### src/source/fb_settings.svh
/* display timing is fixed 640x480 at 60 Hz on a 25 MHz pixel clock
   framebuffer is 160x120 and sits unscaled at the top-left of the screen */
`ifndef FB_SETTINGS_SVH
`define FB_SETTINGS_SVH

// visible area
`define FB_H_RES     640
`define FB_V_RES     480
// full frame with blanking
`define FB_H_TOTAL   800
`define FB_V_TOTAL   525
// sync pulses, both active low
`define FB_HS_START  656
`define FB_HS_END    752
`define FB_VS_START  490
`define FB_VS_END    492
// framebuffer geometry
`define FB_WIDTH     160
`define FB_HEIGHT    120
`define FB_PIXELS    (`FB_WIDTH * `FB_HEIGHT)

`endif

### src/source/fb_pkg.sv
/* shared types for the line drawing subsystem
   widths here must agree with fb_settings.svh */
package fb_pkg;

    typedef logic [9:0]  coord_t;    // screen coordinate, up to 1023
    typedef logic [14:0] fb_addr_t;  // 160x120 needs 15 bits
    typedef logic [3:0]  colour_t;   // grey level
    typedef logic [2:0]  wb_addr_t;  // word address
    typedef logic [15:0] wb_data_t;

    // line drawer FSM
    typedef enum logic [1:0] {
        IDLE, WAIT_BLANK, DRAW, DONE
    } draw_state_t;

endpackage

### src/source/pixel_out.sv
/* VGA output stage, two cycles from timing counters to pins
   framebuffer shown unscaled at top-left, grey on all channels, black elsewhere */
`timescale 1ns/1ps
`include "fb_settings.svh"

module pixel_out import fb_pkg::*; (
    input  wire logic clk_pix,
    input  wire logic rst_n,
    input  wire coord_t sx,
    input  wire coord_t sy,
    input  wire logic hsync,
    input  wire logic vsync,
    input  wire logic de,
    output      fb_addr_t fb_addr_read,
    input  wire colour_t fb_colr_read,   // one cycle after fb_addr_read
    output      logic vga_hsync,
    output      logic vga_vsync,
    output      logic vga_de,
    output      colour_t vga_r,
    output      colour_t vga_g,
    output      colour_t vga_b
);

    localparam coord_t FB_W = coord_t'(`FB_WIDTH);
    localparam coord_t FB_H = coord_t'(`FB_HEIGHT);

    logic fb_win;                          // position inside framebuffer
    logic win_d, hsync_d, vsync_d, de_d;   // aligned with RAM read data

    // address straight from position, no running counter to drift
    always_comb begin
        fb_win       = (sx < FB_W) && (sy < FB_H);
        fb_addr_read = fb_win ? fb_addr_t'(sy * `FB_WIDTH + sx) : '0;
    end

    // stage 1 matches the RAM read latency
    always_ff @(posedge clk_pix) begin
        if (!rst_n) begin
            win_d   <= 1'b0;
            hsync_d <= 1'b1;  // syncs idle high
            vsync_d <= 1'b1;
            de_d    <= 1'b0;
        end else begin
            win_d   <= fb_win;
            hsync_d <= hsync;
            vsync_d <= vsync;
            de_d    <= de;
        end
    end

    // stage 2, output registers
    always_ff @(posedge clk_pix) begin
        if (!rst_n) begin
            vga_hsync <= 1'b1;
            vga_vsync <= 1'b1;
            vga_de    <= 1'b0;
            vga_r     <= '0;
            vga_g     <= '0;
            vga_b     <= '0;
        end else begin
            vga_hsync <= hsync_d;
            vga_vsync <= vsync_d;
            vga_de    <= de_d;
            vga_r     <= win_d ? fb_colr_read : '0;  // grey level
            vga_g     <= win_d ? fb_colr_read : '0;
            vga_b     <= win_d ? fb_colr_read : '0;
        end
    end

endmodule

### config.mk
export PLATFORM = sky130hd
export DESIGN_NAME = pixel_out
export DESIGN_NICKNAME = d
export VERILOG_FILES = /design/src/source/fb_pkg.sv /design/src/source/pixel_out.sv
export VERILOG_INCLUDE_DIRS = /design/src /design/src/source
export SDC_FILE = /design/constraint.sdc
export NUM_CORES = 1
export LEC_CHECK = 0
export BUFFER_PORTS_ARGS = -buffer_cell sky130_fd_sc_hd__buf_2
export CORE_MARGIN = 2
export CORE_UTILIZATION = 48
export DETAILED_ROUTE_END_ITERATION = 6
export PLACE_DENSITY_LB_ADDON = 0.05
export SLEW_MARGIN = 30
export SYNTH_ARGS = -nofsm -noshare
export SYNTH_HDL_FRONTEND = slang
export SYNTH_SLANG_ARGS = --single-unit
### constraint.sdc
create_clock -name clk_pix -period 4 [get_ports clk_pix]
set_clock_uncertainty 0.15 [all_clocks]
set_input_delay 0.4 -clock clk_pix [delete_from_list [all_inputs] [get_ports clk_pix]]
set_output_delay 0.4 -clock clk_pix [all_outputs]
set_load 0.02 [all_outputs]
After elaboration in Yosys (flattened, before gate mapping)
Index checks and enable logic that the tools add are counted.
- register bits: 11
- bits of input ports: 29
- output and inout port bits: 30
- logic and storage cells: 15
- add/subtract/negate cells: 1
- $mul: 1
- $lt $le $gt $ge: 2
- muxes and demuxes: 1
- reductions and logical operators: 2
- operators with widths (cell ; count):
    adder 15 x 10 -> 15 bit ; 1
    2-to-1 mux 15 bit ; 1
    less-than comparator 10 x 7 -> 1 bit, second input constant ; 1
    less-than comparator 10 x 8 -> 1 bit, second input constant ; 1
    multiplier 10 x 3 -> 10 bit, second input constant ; 1
    AND reduction 2 bit ; 1
    logical AND 1 bit ; 1

Depth between registers and ports, before layout
Gate-level depths: netlist of the first run.
- word-level depth: 3
- gate-level depth with buffers: 8
- mapped depth without buffers: 8

Worst setup path before layout of the first run
No wires, ideal clock.
- path type: input to output
- start point: input port sy[1]
- end point: output port fb_addr_read[14]
- data arrival time: 2.737 ns
- slack: 0.713 ns
- stages: 8
- buffers on the path: 0
- cell sequence: ha_1 ha_1 fa_1 a211oi_1 o21ai_0 a21o_1 a2111o_1 a21oi_1
- word-level cells in the longest chain between the ends: 3
- elaborated cells between the ends (all ways): 5
- those cells by class: add/sub: 1; mul: 1; order compare: 1; mux: 1; reduce/logical: 1
- RTL lines (what ; RTL line ; RTL):
    start, declared ; pixel_out.sv:10 ; input wire coord_t sy,
    multiplier 10 x 3 -> 10 bit (no line) / less-than comparator 10 x 7 -> 1 bit (equally long branches) ; - ;
    adder 15 x 10 -> 15 bit / logical AND 1 bit (equally long branches) ; pixel_out.sv:33, pixel_out.sv:32 ;
    2-to-1 mux 15 bit (*) ; pixel_out.sv:33 ; fb_addr_read = fb_win ? fb_addr_t'(sy * `FB_WIDTH + sx) : '0;
    end, declared ; pixel_out.sv:14 ; output fb_addr_t fb_addr_read,
Every way passes the cells marked *; elsewhere a longest branch is shown, timed or not.

Final worst setup path of the first run
Same ends and word-level chain as after synthesis.

==> results of run 1 <==
[worst max-delay path, stage by stage]
cell and delay [ps]:
buf_2 120, ha_1 290, ha_1 230, fa_1 440, a211oi_1 400, o21ai_0 190
a21o_1 190, a2111o_1 390, a21oi_1 130, buf_2 180
[logic make-up after synthesis]
logic type | share of synthesized area, %
AO/OA/AOI/OAI | 18.3
XOR/XNOR | 6.41
adder cells (fa/ha/maj) | 24.3
buffers and inverters | 5.84
flip-flops | 20.1
AND/OR/NAND/NOR | 25.1
[sequential cells by signal, indices dropped and copies added (netlist names)]
name,flops
de_d,1
vga_b,4
vga_vsync,1
hsync_d,1
vga_hsync,1
vga_de,1
vsync_d,1
win_d,1
[where the power goes]
part           leakage (nW)  internal (W)  switching (W)
clock                0.0150     0.0000385      0.0000351
sequential           0.0900      0.000112    0.000000596
combinational         0.642     0.0000792      0.0000907
[final timing paths]
check | to | startpoint | depth (start not counted)
worst min-delay path | vsync_d | vsync | 2
worst min register to register | vga_hsync | hsync_d | 1
worst max register to register | vga_b[0] | win_d | 1
worst max-delay path | fb_addr_read[14] | sy[1] | 10
[metal layers]
| metal | share of wire (%) | GRT usage, % |
|---|---|---|
| met5 | 0 | 0 |
| met4 | 0.54 | 2.63 |
| met3 | 7.4 | 5.17 |
| met2 | 47 | 34.2 |
| met1 | 45 | 24.0 |
[layout make-up]
type / count / share of cell area [%]
timing repair buffer: 58 / 21.0
clock buffer: 4 / 1.90
multi-input combinational: 105 / 58.6
sequential: 11 / 15.9
tap: 28 / 2.54
[synthesized netlist by cell type, drive strengths merged (2+ instances only)]
library cell / n
xor2: 2
ha: 18
o21ai: 8
xnor2: 6
nor3: 2
buf: 8
nor2: 11
and2: 10
nand4: 3
dfxtp: 11
or2: 2
nand2: 3
fa: 2
a21oi: 7
and3: 4
a211oi: 2
nand2b: 5
a21o: 4
or3: 3
[stage by stage]
stage                     utilization (%)  area [sq um]  instances  setup WS [ps]
after floorplan                         -          1090        125            713
after global routing                 63.0          1380        206            338
after detailed placement             61.9          1360        202            492
after CTS                            63.0          1380        206            485
final                                63.0          1380        206            483
after global placement               61.9          1360        202            562
==> results.md, run 1 <==
* Drt total wl at 2.41 mm
* Hold Fails Final Rpt at 0
* Initial DRC Count at 11
* Synthesis-to-finish area growth at 26.3%
* Post-synth EDFFs at 0
* Slew margin rel. at 74.8%
* Tot Pwr at 0.000357 W
* Final period util at 87.9%
* Synthesized area per cell at 8.75 sq um
* DRC at 0
* Top Ports at 59
* Clk buf depth at 2
* Gpl congestion at 0.804
* WP data required at 3450 ps
* Worst-Margin Slew at 376 ps
* Initial antenna violation count at 0
* Critical Path Source Type: primary input
* Mapped cell area at 0.00109 sq mm
* Final ANT Viol Nets at 0
* Die span in x at 51.7 um
* Ranking of synthesized cells by area: ha_1 (21%), dfxtp_1 (20%), and2_1 (5.7%)
* Warnings from Yosys at 0
* Most common cell after layout, fill and taps aside: buf_2
* Status: complete, no violations
* Port bufs at 58
* Initial Utilization at 49.9%
* CTS tree: done
* Clk Tree Root Cell: clkbuf_4
* Pin count of the biggest net entering global routing at 12
* # clock sinks at 11
* Hpwl dp at 2.13 mm
* Post-synth top flop: dfxtp_1
* Total grt overflow at 0
* Setup repair after global routing missed its margin: false
* Distinct cells, synth at 35
* Setup crit end kind: primary output
* Vias in the first global route at 911
* CTS H-tree depth at 1
* Critical path class: primary input to primary output
* Worst-skew pair later-pin latency at 260 ps
* HP Class: primary input to register
* Synth area leader: ha_1
* FP Rows at 17
* Yosys reg bits at 11
* CP Max Fanout at 3
* Die span in y at 51.7 um
* Ratio of cells with drive above 1 in the final layout at 38.2%
* Post-CTS Resized at 0
* Asr flop ratio synth at 0%
* Synth Net Count at 174
* Sequential share of the synthesized area at 20.1%
* GRT Overall Usage at 19.4%
* Post-Route Setup TNS at 0 ps
* Post-synth top area share at 20.6%
* Peak VDD IR at 0.000261 V
* Nets at 228
* Most frequent cells in the layout: buf_2 (58), ha_1 (18), nor2_1 (11), dfxtp_1 (11), and2_1 (10)
* Setup violations, final at 0
* Num CTS Buffers at 3
* Die area at 0.00268 sq mm
* Fin crit period at 3520 ps
* Fmax at 284 MHz
* Crit path DAT at 2970 ps
* Drt pass-1 iters at 4
* Fillers at 198
* Clock transition at the registers of the reported paths at 70 ps
* PwrDens at 258 mW/mm^2
* Post-Syn Instances at 125
* Diodes inserted at 0
* Via count at 1054
* First-pass GRT wire length at 3.96 mm
* Multi-input combinational cell area at 810 sq um
* Pleak at 0.747 nW
* Pins over their slew limit at 0
* Hold bufs inserted after CTS at 0
* Max Cap Viol at 0
* Routed len/inst at 11.7 um
* Final Hold Slack at 162 ps
* Post-CTS Setup Inserts at 0
* Reg-to-reg slack, setup at 3290 ps
* FF/Latch Area at 220 sq um
* CORE AREA at 0.00219 sq mm
* Via density at 5.12
Power figures use the tool's default switching activity.
==> run 2, diff against run 1 <==
--- a/config.mk
+++ b/config.mk
@@ -11,6 +11,7 @@
 export CORE_UTILIZATION = 48
 export DETAILED_ROUTE_END_ITERATION = 6
 export PLACE_DENSITY_LB_ADDON = 0.05
+export SETUP_SLACK_MARGIN = 0.5
 export SLEW_MARGIN = 30
 export SYNTH_ARGS = -nofsm -noshare
 export SYNTH_HDL_FRONTEND = slang
==> results.md, run 2 (synthesis results as in run 1) <==
* Initial antenna violation count at 0
* Final Util at 63.3%
* CORE AREA at 0.00219 sq mm
* Worst-Margin Slew at 360 ps
* Met2 WL at 1.13 mm
* Most common cell after layout, fill and taps aside: buf_2
* Post-CTS Setup Inserts at 0
* Clk buf depth at 2
* Ratio of cells with drive above 1 in the final layout at 38.8%
* Largest Register: vga_b
* Wl on met1 at 1.09 mm
* Initial DRC Count at 9
* Initial Utilization at 49.9%
* Vias in the first global route at 912
* PwrDens at 258 mW/mm^2
* Most frequent cells in the layout: buf_2 (58), ha_1 (18), nor2_1 (11), dfxtp_1 (11), and2_1 (10)
* Die span in y at 51.7 um
* Hold bufs inserted after CTS at 0
* Hpwl dp at 2.13 mm
* DR WL met3 at 189 um
* CTS tree: done
* Setup violations, final at 0
* HP Class: primary input to register
* FP Rows at 17
* Fin crit period at 3360 ps
* WP data required at 3450 ps
* Final period util at 84.0%
* Slowest cell on crit path: fa_1
* Peak VDD IR at 0.000257 V
* Max Cap Viol at 0
* CP bufs+invs at 2
* Drt total wl at 2.42 mm
* Critical path class: primary input to primary output
* Tot Pwr at 0.000357 W
* Max reg flops at 4
* Drt pass-1 iters at 4
* CP Max Fanout at 3
* Gpl congestion at 0.804
* Critical path cell sequence: buf_2 > ha_1 > ha_1 > fa_1 > a211oi_2 > o21ai_0 > a21o_1 > a2111o_1 > a21oi_1 > buf_2
* Status: complete, no violations
* DRC at 0
* Synthesis-to-finish area growth at 26.8%
* Pin count of the biggest net entering global routing at 12
* Pleak at 0.748 nW
* Max layer used: met4
* Diodes inserted at 0
* Via count at 1065
* Post-Route Setup TNS at 0 ps
* Setup repair after global routing missed its margin: false
* Pins over their slew limit at 0
* Final Hold Slack at 165 ps
* Clock transition at the registers of the reported paths at 60 ps
* # clock sinks at 11
* Hold Fails Final Rpt at 0
* Via density at 5.17
* GRT Overall Usage at 19.4%
* Clk Tree Root Cell: clkbuf_4
* CTS H-tree depth at 1
* Setup crit end kind: primary output
* Die area at 0.00268 sq mm
* Critical Path Source Type: primary input
* Total grt overflow at 0
* Family with the most delay on the worst path: compound AO/OA/AOI/OAI gates
* Port bufs at 58
* Die span in x at 51.7 um
* Slew margin rel. at 75.9%
* Crit path DAT at 2810 ps
* Num CTS Buffers at 3
* Nets at 228
* Routed len/inst at 11.8 um
* Largest stage delay, worst path at 450 ps
* Fmax at 298 MHz
* Worst-skew pair later-pin latency at 260 ps
* First-pass GRT wire length at 3.97 mm
* Top Ports at 59
* Final ANT Viol Nets at 0
run 2: cell types whose count changed in the layout (fill, tap and decap cells not counted):
cell      change
a211oi_2      +1
a211oi_1      -1
run 2: through the flow:
step / setup WS, ps / std cells / instance area (sq um)
finish: 639 / 206 / 1390
CTS: 590 / 206 / 1390
global placement: 562 / 202 / 1360
floorplan: 713 / 125 / 1090
global route: 504 / 206 / 1390
detailed placement: 492 / 202 / 1360
run 2: path summary, 6_finish.rpt:
kind,start,end,slack (ps),cells after the start
worst max register to register,win_d,vga_b[0],3290,1
worst max-delay path,sy[1],fb_addr_read[14],640,10
worst min-delay path,vsync,vsync_d,160,2
worst min register to register,hsync_d,vga_hsync,260,1
run 2: repair_timing:
action                     CTS  global route
gates resized for setup      1             0
setup endpoints to repair    1             2
pin swaps                    0             1
run 2: area by class of cell:
class	instances	area, sq um
Multi-Input combinational cell	105	815
Fill cell	199	805
Timing Repair Buffer	58	290
Sequential cell	11	220
Tap cell	28	35.0
Clock buffer	4	26.3
run 2: routing by layer:
layer	track usage, %	vias to the layer above
met3	5.17	2
met2	34.2	46
met5	0	-
met4	2.63	0
met1	24.2	462
li1	-	555
run 2: where the power goes:
part | total (W) | leakage [nW] | switching, W | internal, W
Sequential | 0.000113 | 0.0900 | 0.000000596 | 0.000112
Combinational | 0.000172 | 0.643 | 0.0000918 | 0.0000798
Clock | 0.0000726 | 0.0150 | 0.0000341 | 0.0000385
