$ cat src/source/fb_settings.svh
/* display timing is fixed 640x480 at 60 Hz on a 25 MHz pixel clock
   framebuffer is 160x120 and sits unscaled at the top-left of the screen */
`ifndef FB_SETTINGS_SVH
`define FB_SETTINGS_SVH

// visible area
`define FB_H_RES     640
`define FB_V_RES     480
// full frame with blanking
`define FB_H_TOTAL   800
`define FB_V_TOTAL   525
// sync pulses, both active low
`define FB_HS_START  656
`define FB_HS_END    752
`define FB_VS_START  490
`define FB_VS_END    492
// framebuffer geometry
`define FB_WIDTH     160
`define FB_HEIGHT    120
`define FB_PIXELS    (`FB_WIDTH * `FB_HEIGHT)

`endif

$ cat src/source/fb_pkg.sv
/* shared types for the line drawing subsystem
   widths here must agree with fb_settings.svh */
package fb_pkg;

    typedef logic [9:0]  coord_t;    // screen coordinate, up to 1023
    typedef logic [14:0] fb_addr_t;  // 160x120 needs 15 bits
    typedef logic [3:0]  colour_t;   // grey level
    typedef logic [2:0]  wb_addr_t;  // word address
    typedef logic [15:0] wb_data_t;

    // line drawer FSM
    typedef enum logic [1:0] {
        IDLE, WAIT_BLANK, DRAW, DONE
    } draw_state_t;

endpackage

$ cat src/source/display_timings.sv
/* 640x480 counters over the full 800x525 frame, syncs active low
   sx and sy are zero in the first cycle after reset is released */
`timescale 1ns/1ps
`include "fb_settings.svh"

module display_timings import fb_pkg::*; (
    input  wire logic clk_pix,  // 25 MHz
    input  wire logic rst_n,    // sync, active low
    output      coord_t sx,     // horizontal position
    output      coord_t sy,     // vertical position
    output      logic hsync,
    output      logic vsync,
    output      logic de        // visible area enable
);

    localparam coord_t H_TOTAL  = coord_t'(`FB_H_TOTAL);
    localparam coord_t H_LAST   = coord_t'(`FB_H_TOTAL - 1);
    localparam coord_t V_LAST   = coord_t'(`FB_V_TOTAL - 1);
    localparam coord_t H_RES    = coord_t'(`FB_H_RES);
    localparam coord_t V_RES    = coord_t'(`FB_V_RES);
    localparam coord_t HS_START = coord_t'(`FB_HS_START);
    localparam coord_t HS_END   = coord_t'(`FB_HS_END);
    localparam coord_t VS_START = coord_t'(`FB_VS_START);
    localparam coord_t VS_END   = coord_t'(`FB_VS_END);

    // position counters
    always_ff @(posedge clk_pix) begin
        if (!rst_n) begin
            sx <= '0;
            sy <= '0;
        end else if (sx == H_LAST) begin  // end of line
            sx <= '0;
            sy <= (sy == V_LAST) ? '0 : sy + 1'b1;  // wrap at end of frame
        end else begin
            sx <= sx + 1'b1;
        end
    end

    // sync and enable decode
    always_comb begin
        hsync = ~((sx >= HS_START) && (sx < HS_END));  // low during pulse
        vsync = ~((sy >= VS_START) && (sy < VS_END));
        de    = (sx < H_RES) && (sy < V_RES);
    end

    // line length must stay at 800 cycles
    a_sx_range: assert property (@(posedge clk_pix) disable iff (!rst_n)
        sx < H_TOTAL);

endmodule

$ cat config.mk
export PLATFORM = sky130hd
export DESIGN_NAME = display_timings
export DESIGN_NICKNAME = d
export VERILOG_FILES = /design/src/source/fb_pkg.sv /design/src/source/display_timings.sv
export VERILOG_INCLUDE_DIRS = /design/src /design/src/source
export SDC_FILE = /design/constraint.sdc
export NUM_CORES = 1
export LEC_CHECK = 0
export ABC_AREA = 1
export BUFFER_PORTS_ARGS = -buffer_cell sky130_fd_sc_hd__buf_2
export CORE_MARGIN = 8
export CORE_UTILIZATION = 56
export CTS_BUF_LIST = sky130_fd_sc_hd__clkbuf_8
export DETAILED_ROUTE_END_ITERATION = 6
export PLACE_DENSITY = 0.82
export SLEW_MARGIN = 20
export SYNTH_ARGS = -nofsm -noshare
export SYNTH_HDL_FRONTEND = slang
export SYNTH_SLANG_ARGS = --single-unit
$ cat constraint.sdc
create_clock -name clk_pix -period 1.45 [get_ports clk_pix]
set_input_delay 0.145 -clock clk_pix [delete_from_list [all_inputs] [get_ports clk_pix]]
set_output_delay 0.145 -clock clk_pix [all_outputs]
set_load 0.05 [all_outputs]
======== Word level (Yosys, flattened, before mapping) ========
Index checks and enable logic that the tools add are counted.
cells by class
  add/sub/neg operators ................... 2
  magnitude comparators ................... 6
  equality and inequality tests ........... 2
  multiplexer cells ....................... 1
  bitwise logic cells ..................... 3
  reductions and logical operators ........ 4
operators by type and width
  operator                                                            number
  adder 10 x 1 -> 10 bit, second input constant                       2
  == test 10 bit, second input constant                               2
  less-than comparator 10 bit, second input constant                  2
  less-than comparator 10 x 9 -> 1 bit, second input constant         2
  greater-or-equal comparator 10 bit, second input constant           1
  greater-or-equal comparator 10 x 9 -> 1 bit, second input constant  1
  2-to-1 mux 10 bit                                                   1
  logical AND 1 bit                                                   3
  inverter 1 bit                                                      3
  OR reduction 2 bit                                                  1
word-level totals
  register bits ........................... 20
  input port bits ......................... 2
  output and inout port bits .............. 23
  word-level logic and storage cells ...... 20

======== Longest topological paths before layout ========
Gate-level depths: netlist of the first run.
  word-level depth ........................ 3
  mapped depth ............................ 9
  depth with buffers taken out ............ 9

======== Worst setup path before layout of the first run ========
Ideal clock, no wire load.
  path kind ............................... register -> output
  from .................................... register sx[8]
  to ...................................... output port de
  arrival time ............................ 2351 ps
  required time ........................... 1305 ps
  setup slack ............................. -1046 ps
  cell stages (with the launch flop) ...... 3
  path buffers ............................ 0
  path through ............................ dfxtp_1 > nor3_1 > nor4_1
between the ends
  longest elaborated chain between the ends .. 2
ends and longest elaborated chain
  element                      line                   text
  from (decl)                  display_timings.sv:9   output coord_t sx,
  from (signal assigned)       display_timings.sv:35  sx <= sx + 1'b1;
  less-than comparator 10 bit  display_timings.sv:43  de = (sx < H_RES) && (sy < V_RES);
  logical AND 1 bit            display_timings.sv:43
  to (decl)                    display_timings.sv:13  output logic de
Every way passes these cells.

======== Worst setup path after layout of the first run ========
  from .................................... register sx[0]
  to ...................................... register sx[6]
between the ends
  longest elaborated chain between the ends .. 2
  elaborated cells on any way between the ends .. 3
  those cells by class .................... add/sub: 1; eq/ne: 1; reduce/logical: 1
ends and longest elaborated chain
  element
  parallel branches: the longest is 2 deep, another holds adder 10 x 1 -> 10 bit
Several ways; the timed one is not identified.
A chain may end at the register's enable or synchronous reset.

==> results of run 1 <==
==> tightest hold or removal path: stages <==
cell	delay, ns
buf_2	0.14
inv_1	0.09
a21oi_1	0.04
==> what timing repair did <==
action / 4_1_cts / 5_1_grt
cloned: 0 / 1
setup buffers: 3 / 6
endpoints found under the setup margin: 6 / 16
resized for setup: 10 / 16
pin swaps: 1 / 6
==> where the power goes <==
group / total (mW) / internal [mW] / switching [mW]
sequential: 0.557 / 0.548 / 0.00886
clock: 0.565 / 0.369 / 0.196
combinational: 0.0758 / 0.0227 / 0.0531
total: 1.20 / 0.940 / 0.258
==> layer usage <==
layer / part of all wire (%) / vias to the layer above / global-route usage [%]
met4: 4.0 / 0 / 5.519
li1: - / 640 / -
met2: 50 / 69 / 31.02
met1: 40 / 651 / 19.39
met5: 0 / - / 0
met3: 6.4 / 24 / 2.881
==> cell usage in the layout (no fill, tap or decap), types with 4 or more instances in the layout <==
cell type,n
inv_1,23
nand3_1,10
dfxtp_2,12
a21oi_1,11
nand2_1,38
nand4_1,10
nand2_4,4
nor2_1,20
ha_1,4
buf_4,13
buf_2,21
inv_2,4
dfxtp_4,6
nor2_4,6
==> final cells by class <==
| cell class | count | area (sq um) |
|---|---|---|
| clock buffers | 3 | 41.29 |
| clock inverters | 1 | 30.03 |
| fillers | 113 | 299.0 |
| inverters | 28 | 107.6 |
| multi-input cells | 125 | 795.8 |
| flip-flops and latches | 20 | 437.9 |
| well taps | 27 | 33.78 |
| repair buffers | 37 | 236.5 |
==> worst max path at each step <==
stage	start	slack, ns	cells after the start	endpoint
after global placement	sx[0]	0.10	8	sy[3]
after detailed placement	sx[0]	0.03	8	sy[3]
final	sx[0]	-0.008	7	sx[6]
after CTS	sy[5]	0.002	4	vsync
after global routing	sx[0]	-0.11	8	sy[2]
after floorplan	sx[8]	-0.002	3	de
==> state kept, by name (all words and copies together) (netlist names) <==
signal  count
sy         10
sx         10
==> stage by stage <==
stage	std cells	cell area, sq um	TNS, ns	util, %
floorplan	172	1260	-0.001768	-
global placement	227	1444	0	72.85
detailed placement	227	1444	0	72.85
CTS	234	1573	0	79.36
global route	241	1683	-0.3768	84.91
finish	241	1683	-0.007781	84.91
==> kinds of logic after synthesis <==
| family | Yosys count | synth area share [%] |
|---|---|---|
| xor gates and xnor gates | 1 | 0.7417 |
| and+or+nand+nor | 104 | 44.92 |
| buffers and inverters | 28 | 8.898 |
| DFF | 20 | 33.90 |
| AOI/OAI and AO/OA | 14 | 6.249 |
| adders and majority gates | 5 | 5.297 |
==> Yosys cell counts (all sizes together) <==
cell	n	area [sq um]
nand2	45	186.4
o21ai	2	10.00
nand3b	2	15.01
a21oi	11	55.05
nor2	28	148.9
ha	5	62.56
inv	28	105.1
nor3b	1	7.510
o2111ai	1	8.760
nand3	12	77.58
dfxtp	20	400.4
nor3	4	20.02
nand4	10	62.56
nor4	2	12.51
xor2	1	8.760
==> run metrics, run 1 <==
final hold slack=0.1832 ns; FF-to-FF setup slack=-0.008 ns; Seq/Total Area, Yosys=between 30% and 40%; root buf cell=clkbuf_8; vias in the first global route=1177; RSZ-0062 raised after global routing=true; worst setup margin=-0.007781 ns; kind of critical path=reg2reg; ANT cells=0; # IOs=25; Critical Path Slowest Stage Cell=dfxtp_4; Post-Place Worst Slack=about 0.035 ns; Iter 0 DRT Violations=129; vias=1384; FF-to-FF Start=sx[0]; Num CTS Buffers=3; Initial Utilization=59.60%; share of layout cells above drive strength 1=between 40 and 50%; total global routing track utilization=roughly 17%; final hold violation count=0; reg-to-reg endpoint=sx[6]; input/output buffers=24; synthesis-to-finish area growth=42.48%; worst vdd ir=roughly 0.00074 V; Final Total Pwr=approximately 1.2 mW; hold crit path type=in2reg; Hold Crit Depth=3; wire length per cell=16.07 um; Num Clock Sinks=20; Die W=61.93 um; Yosys reg bits=20; largest net degree at the start of global routing=13; Most Frequent Cell on Critical Path=nor2_1; antenna-violating nets left=0; CTS tree=yes; WL final=3873 um; grt ovf=0; first-pass GRT wire length=4981 um; Final GP Congestion=0.8136; Syn Nets=between 150 and 200; Worst Setup End Kind=register; cells on worst reg2reg path=7; period utilisation layout=100.5%; layout net count=222; TritonRoute pass-1 iters=7; crit path time final=1.458 ns; initial antenna violation count=0; PD cells=711.7 nW/um^2; Die Ht=61.93 um; crit path launch type=register; core area=1982 sq um; fin. max-slew vios=0; drc violations=2; Pleak=0.8007 nW; crit path max fanout=5; WP data required=1.61 ns; DIE AREA=3835 sq um; Clock Skews=0.002615 ns; Std-Cell Rows=16; Max-cap violations=0; Post-CTS Hold Buffers=0; Syn Std Cell Area=1181 sq um; critical path, cell by cell=ha_1, nand2_2, inv_1, nand2_4, nor2_1, xor2_1, nor2_1; Worst Tran Pin Value=0.3666 ns; largest stage delay on the critical path=0.37 ns; syn avg cell area=6.867 sq um; Via density=5.743; status=finished, violations left; Clk Latency, worst-skew pair=between 0.2 and 0.3 ns; post-DP HPWL=2295 um; failing checks=design-rule violations, negative setup slack; Worst Hold End=sy[8]; Slew HR=75.53%; setup violators final=1; CP bufs+invs=1; clock slew at reported path FFs=0.08 ns; # H-tree levels=1; Netlist cell types=24; HP Start=rst_n; delay-heaviest family, CP=simple AND/OR/NAND/NOR gates; fmax=686.0 MHz; clk buf depth=2; Ys Warns=0; Syn Inst Count=172; worst endpoint data arrival time=1.61 ns
(Power assumes the default switching activity.)
==> run 2, diff against run 1 <==
--- a/config.mk
+++ b/config.mk
@@ -9,10 +9,10 @@
 export ABC_AREA = 1
 export BUFFER_PORTS_ARGS = -buffer_cell sky130_fd_sc_hd__buf_2
 export CORE_MARGIN = 8
-export CORE_UTILIZATION = 56
+export CORE_UTILIZATION = 59
 export CTS_BUF_LIST = sky130_fd_sc_hd__clkbuf_8
 export DETAILED_ROUTE_END_ITERATION = 6
-export PLACE_DENSITY = 0.82
+export PLACE_DENSITY = 0.85
 export SLEW_MARGIN = 20
 export SYNTH_ARGS = -nofsm -noshare
 export SYNTH_HDL_FRONTEND = slang
==> constraint.sdc (replaced) <==
create_clock -name clk_pix -period 1.7 [get_ports clk_pix]
set_input_delay 0.17 -clock clk_pix [delete_from_list [all_inputs] [get_ports clk_pix]]
set_output_delay 0.17 -clock clk_pix [all_outputs]
set_load 0.05 [all_outputs]
==> run 2 against run 1 <==
- the run now ends clean
- total power down 29%
- clock power down 45%
- critical path depth down 3
- highest routed layer unchanged
- largest power group is now sequential cells
==> run metrics, run 2 (synthesis gave the netlist of run 1 again) <==
postcts setup bufs=0 (-3); crit path time final=1.629 ns; CTS tree=yes; Crit path depth=4 (-3); Combinational Power Share=6.4% (about the same); Worst Setup SP=sx[8]; root buf cell=clkbuf_8; WP data required=1.53 ns (-0.08 ns); hold crit path type=in2reg; Iter 0 DRT Violations=60 (-53%); Pleak=0.6766 nW (-16%); FF-to-FF setup slack=0.12 ns (+0.13 ns); final hold violation count=0 (unchanged); register share of total power=57.0% (+10 points); Via density=5.317 (-7.4%); CP bufs+invs=2 (+1); kind of critical path=reg2out; most frequent cells in the layout=nand2_1, inv_1, buf_2, nor2_1, dfxtp_1; part of the power in the clock network=36.5% (-11 points); post-DP HPWL=2241 um (-2.3%); reg-to-reg endpoint=sy[8]; Clk Latency, worst-skew pair=0.26 ns (about the same); clock slew at reported path FFs=0.07 ns (about the same); PD cells=585.4 nW/um^2 (-18%); worst endpoint data arrival time=1.46 ns (-0.15 ns); crit path max fanout=6 (+1); Die Ht=60.74 um (-1.9%); Hold Crit Depth=3 (unchanged); largest stage delay on the critical path=0.37 ns (about the same); # IOs=25 (unchanged); clk buf depth=2 (unchanged); Clock Skews=0.002344 ns (-0.0002714 ns); worst vdd ir=0.0006333 V (-14%); ANT cells=0 (unchanged); Core Util, Final=75.07% (-9.8 points); wire length per cell=12.47 um (-22%); # H-tree levels=1 (unchanged); TritonRoute pass-1 iters=4 (-3); Worst Setup End Kind=primary output; period utilisation layout=95.81%; core area=1922 sq um (-3.0%); delay-heaviest family, CP=buffers and inverters; Net Sw Frac=23.44% (+1.9 points); Internal=0.6466 mW (-31%); layout net count=209 (-5.9%); grt ovf=0 (unchanged); Final GP Congestion=0.8736 (+7.4%); Critical Path Sink=de; setup violators final=0 (-1); synthesis-to-finish area growth=22.14%; Num CTS Buffers=3 (unchanged); commonest non-fill, non-tap cell in the layout=nand2_1; WL final=2831 um (-27%); FILL cells=162 (+43%); initial antenna violation count=0 (unchanged); Worst Tran Pin Value=0.3516 ns (-0.01503 ns); vias=1207 (-13%); Post-CTS Hold Buffers=0 (unchanged); Net Switching=0.1980 mW (-23%); DIE AREA=3689 sq um (-3.8%); Slew HR=76.47% (+0.95 points); Critical Path Slowest Stage Cell=dfxtp_1; fmax=613.9 MHz; critical path, cell by cell=nand2_1, inv_1, nor4_4, buf_2; largest net degree at the start of global routing=11 (-2); FF-to-FF Start=sy[1]; Std-Cell Rows=16 (unchanged); Num Clock Sinks=20 (unchanged); Max-cap violations=0 (unchanged); input/output buffers=24 (unchanged); antenna-violating nets left=0 (unchanged); RSZ-0062 raised after global routing=false; crit path launch type=register; total global routing track utilization=17.52% (+0.51 points); first-pass GRT wire length=4892 um (-1.8%); share of layout cells above drive strength 1=24.00% (-17 points); cells on worst reg2reg path=7 (unchanged); drc violations=0 (-2); Layout Cells excl Fill=227 (-5.8%); Initial Utilization=61.46% (+1.9 points); vias in the first global route=1171 (-0.51%); Largest regs=sx x10, sy x10; fin. max-slew vios=0 (unchanged); Post-Place Cells=224 (-1.3%); Die W=60.74 um (-1.9%); status=finished, final reports clean
## run 2: cell types whose count changed in the layout (fill, tap and decap cells not counted), moves of 3 or more
cell     previous run  this run
inv_1              23        26
buf_6               3         0
buf_4              13         2
dfxtp_1             2        17
nor2_4              6         3
dfxtp_2            12         3
dfxtp_4             6         0
nand2_1            38        42
## run 2: how the worst min path moves through the flow
stage,startpoint,endpoint
final,rst_n,sy[8]
after global routing,rst_n,sy[1]
after CTS,rst_n,sy[8]
after detailed placement,sx[0],sx[0]
after global placement,sx[0],sx[0]
after floorplan,rst_n,sy[8]
## run 2: power groups by stage
stage          registers, mW  clock network (mW)  logic (mW)
3_5_place_dp           0.492                   0      0.0553
6_report               0.482               0.309      0.0545
3_3_place_gp           0.491                   0      0.0536
4_1_cts                0.481               0.316      0.0554
5_1_grt                0.482               0.331      0.0592
2_1_floorplan          0.512                   0      0.0207
## run 2: per-stage QoR
step	worst slack [ns]	area (sq um)	TNS, ns	hold WS, ns	power [mW]
after global placement	0.2352	1378	0	0.4219	0.5449
after global routing	0.002191	1443	0	0.2242	0.8726
after detailed placement	0.1518	1378	0	0.4394	0.5475
after CTS	0.003868	1424	0	0.2018	0.8523
after floorplan	-0.1619	1216	-0.1619	0.3023	0.5326
final	0.07120	1443	0	0.2035	0.8446
## run 2: layout make-up
type	count	area, sq um	area share [%]
clock buffer	3	41.29	2.862
tap	27	33.78	2.342
multi-input combinational	124	728.2	50.48
timing repair buffer	25	130.1	9.020
sequential	20	404.1	28.01
inverter	28	105.1	7.285
## run 2: repair_timing
| action | CTS | global route |
|---|---|---|
| pin swaps | 0 | 0 |
| resized for setup | 1 | 5 |
| gates cloned | 0 | 0 |
| endpoints found under the setup margin | 2 | 2 |
## run 2: metal layers
metal	up-vias	track usage (%)	share of wire [%]
met2	38	29.26	48
met5	-	0	0
met1	549	19.20	43
met4	0	10.63	2.5
li1	612	-	-
met3	8	4.873	6.2
## run 2: worst reg2reg max path, stage by stage, from the launching register on
cell and delay [ns]:
dfxtp_1 0.49, ha_1 0.28, inv_1 0.08, nor2_1 0.29, nand3b_1 0.13, nand2_1 0.08, nand2_1 0.05, a21oi_1 0.11
==> run 3, diff against run 2 <==
--- a/config.mk
+++ b/config.mk
@@ -9,10 +9,10 @@
 export ABC_AREA = 1
 export BUFFER_PORTS_ARGS = -buffer_cell sky130_fd_sc_hd__buf_2
 export CORE_MARGIN = 8
-export CORE_UTILIZATION = 59
+export CORE_UTILIZATION = 56
 export CTS_BUF_LIST = sky130_fd_sc_hd__clkbuf_8
 export DETAILED_ROUTE_END_ITERATION = 6
-export PLACE_DENSITY = 0.85
+export PLACE_DENSITY = 0.82
 export SLEW_MARGIN = 20
 export SYNTH_ARGS = -nofsm -noshare
 export SYNTH_HDL_FRONTEND = slang
==> constraint.sdc (replaced) <==
create_clock -name clk_pix -period 1.5 [get_ports clk_pix]
set_input_delay 0.15 -clock clk_pix [delete_from_list [all_inputs] [get_ports clk_pix]]
set_output_delay 0.15 -clock clk_pix [all_outputs]
set_load 0.05 [all_outputs]
==> run 3 against run 2 <==
- via count rose by 4.1%
- die area rose by 3.9%
- utilization rose by 3.3 points
- routed wire length rose by 18%
- critical path type unchanged
==> run metrics, run 3 (synthesis gave the netlist of run 1 again) <==
Post-CTS Hold Buffers=0 (unchanged); # H-tree levels=1 (unchanged); Num Clock Sinks=20 (unchanged); Clk Latency, worst-skew pair=0.26 ns (about the same); period utilisation layout=around 99%; ANT cells=0 (unchanged); largest net degree at the start of global routing=12 (+1); input/output buffers=24 (unchanged); CTS tree=yes; crit path max fanout=7 (+1); WP data required=1.35 ns (-0.18 ns); layout net count=212 (+1.4%); first-pass GRT wire length=5133 um (+4.9%); clock slew at reported path FFs=0.08 ns (about the same); Max-cap violations=0 (unchanged); wire length per cell=14.45 um (+16%); Die Ht=61.93 um (+2.0%); Iter 0 DRT Violations=58 (-3.3%); Final GP Congestion=0.8586 (-1.7%); root buf cell=clkbuf_8; FILL cells=144 (-11%); initial antenna violation count=0 (unchanged); kind of critical path=reg2out; grt ovf=0 (unchanged); Critical Path Slowest Stage Cell=dfxtp_2; post-DP HPWL=2169 um (-3.2%); Largest regs=sx x10, sy x10; final hold slack=0.1734 ns (-0.03009 ns); DIE AREA=3835 sq um (+3.9%); Final Total Pwr=1.025 mW (+21%); share of layout cells above drive strength 1=35.29% (+11 points); synthesis-to-finish area growth=31.46%; fin. max-slew vios=0 (unchanged); drc violations=0 (unchanged); delay-heaviest family, CP=simple AND/OR/NAND/NOR gates; TritonRoute pass-1 iters=4 (unchanged); status=finished, final reports clean; total global routing track utilization=17.58% (+0.057 points); CP bufs+invs=1 (-1); core area=1982 sq um (+3.1%); Core Util, Final=78.35% (+3.3 points); crit path launch type=register; Num CTS Buffers=3 (unchanged); fmax=around 670 MHz; vias in the first global route=1141 (-2.6%); WL final=3339 um (+18%); clk buf depth=2 (unchanged); Initial Utilization=59.60% (-1.9 points); commonest non-fill, non-tap cell in the layout=nand2_1; worst endpoint data arrival time=1.34 ns (-0.12 ns); Pleak=0.7143 nW (+5.6%); hold crit path type=in2reg; vias=1257 (+4.1%); largest stage delay on the critical path=0.41 ns (+0.04 ns); Via density=5.442 (+2.3%); final hold violation count=0 (unchanged); # IOs=25 (unchanged); PD cells=660.1 nW/um^2 (+13%); most frequent cells in the layout=nand2_1, inv_1, buf_2, nor2_1, dfxtp_2; Slew HR=75.12% (-1.4 points); Die W=61.93 um (+2.0%); Worst Setup End Kind=primary output; setup violators final=0 (unchanged); worst vdd ir=0.0007149 V (+13%); antenna-violating nets left=0 (unchanged); Std-Cell Rows=16 (unchanged); crit path time final=roughly 1.5 ns; Worst Tran Pin Value=0.3719 ns (+0.02028 ns); Clock Skews=0.004673 ns (+0.002329 ns); critical path, cell by cell=nand2_1, nor2_4, nand3b_1, buf_4
[run 3: per-stage QoR]
stage	instance area, sq um	setup slack (ns)	TNS, ns	cells
6_report	1553	0.008389	0	231
5_1_grt	1553	-0.02560	-0.09383	231
4_1_cts	1494	-0.003302	-0.003302	229
3_5_place_dp	1409	0.03367	0	225
3_3_place_gp	1409	0.09497	0	225
2_1_floorplan	1240	-0.07546	-0.07546	172
[run 3: what timing repair did]
item                       in CTS  in global routing
setup endpoints to repair       3                 13
cloned                          0                  0
gates resized for setup        10                 11
pin swaps                       0                  2
setup buffers                   0                  2
[run 3: metal layers]
metal  vias up  global-route usage, %  wire length [um]
met5         -                      0                 0
met4         0                  5.519                47
met3         4                  4.321               228
met2        50                  30.28              1709
met1       587                  20.76              1354
li1        616                      -                 -
[run 3: cell type report]
type / instances / area, sq um / area share (%)
timing repair buffer: 28 / 177.7 / 11.44
multi-input combinational: 124 / 749.5 / 48.27
tap: 27 / 33.78 / 2.176
inverter: 28 / 105.1 / 6.769
clock buffer: 4 / 55.05 / 3.546
sequential: 20 / 431.7 / 27.80
[run 3: report_power, final]
group	internal (mW)	leakage, nW	switching (mW)
logic	0.0213	0.514	0.0485
registers	0.534	0.171	0.00669
clock network	0.234	0.0288	0.181
total	0.789	0.714	0.236
[run 3: final timing paths]
kind / startpoint / end / slack (ns) / cells past startpoint
setup / recovery: sx[4] / hsync / 0.008 / 4
hold / removal: rst_n / sy[8] / 0.17 / 3
setup reg to reg: sx[0] / sy[3] / 0.08 / 8
hold reg to reg: sx[0] / sx[0] / 0.45 / 1
[run 3: worst reg2reg max path, delay by kind of cell, from the launching register on]
family                     cells  cell delay, ns
adders and majority gates      1            0.17
and+or+nand+nor                6            0.71
DFF                            1            0.37
buffers and inverters          1            0.07
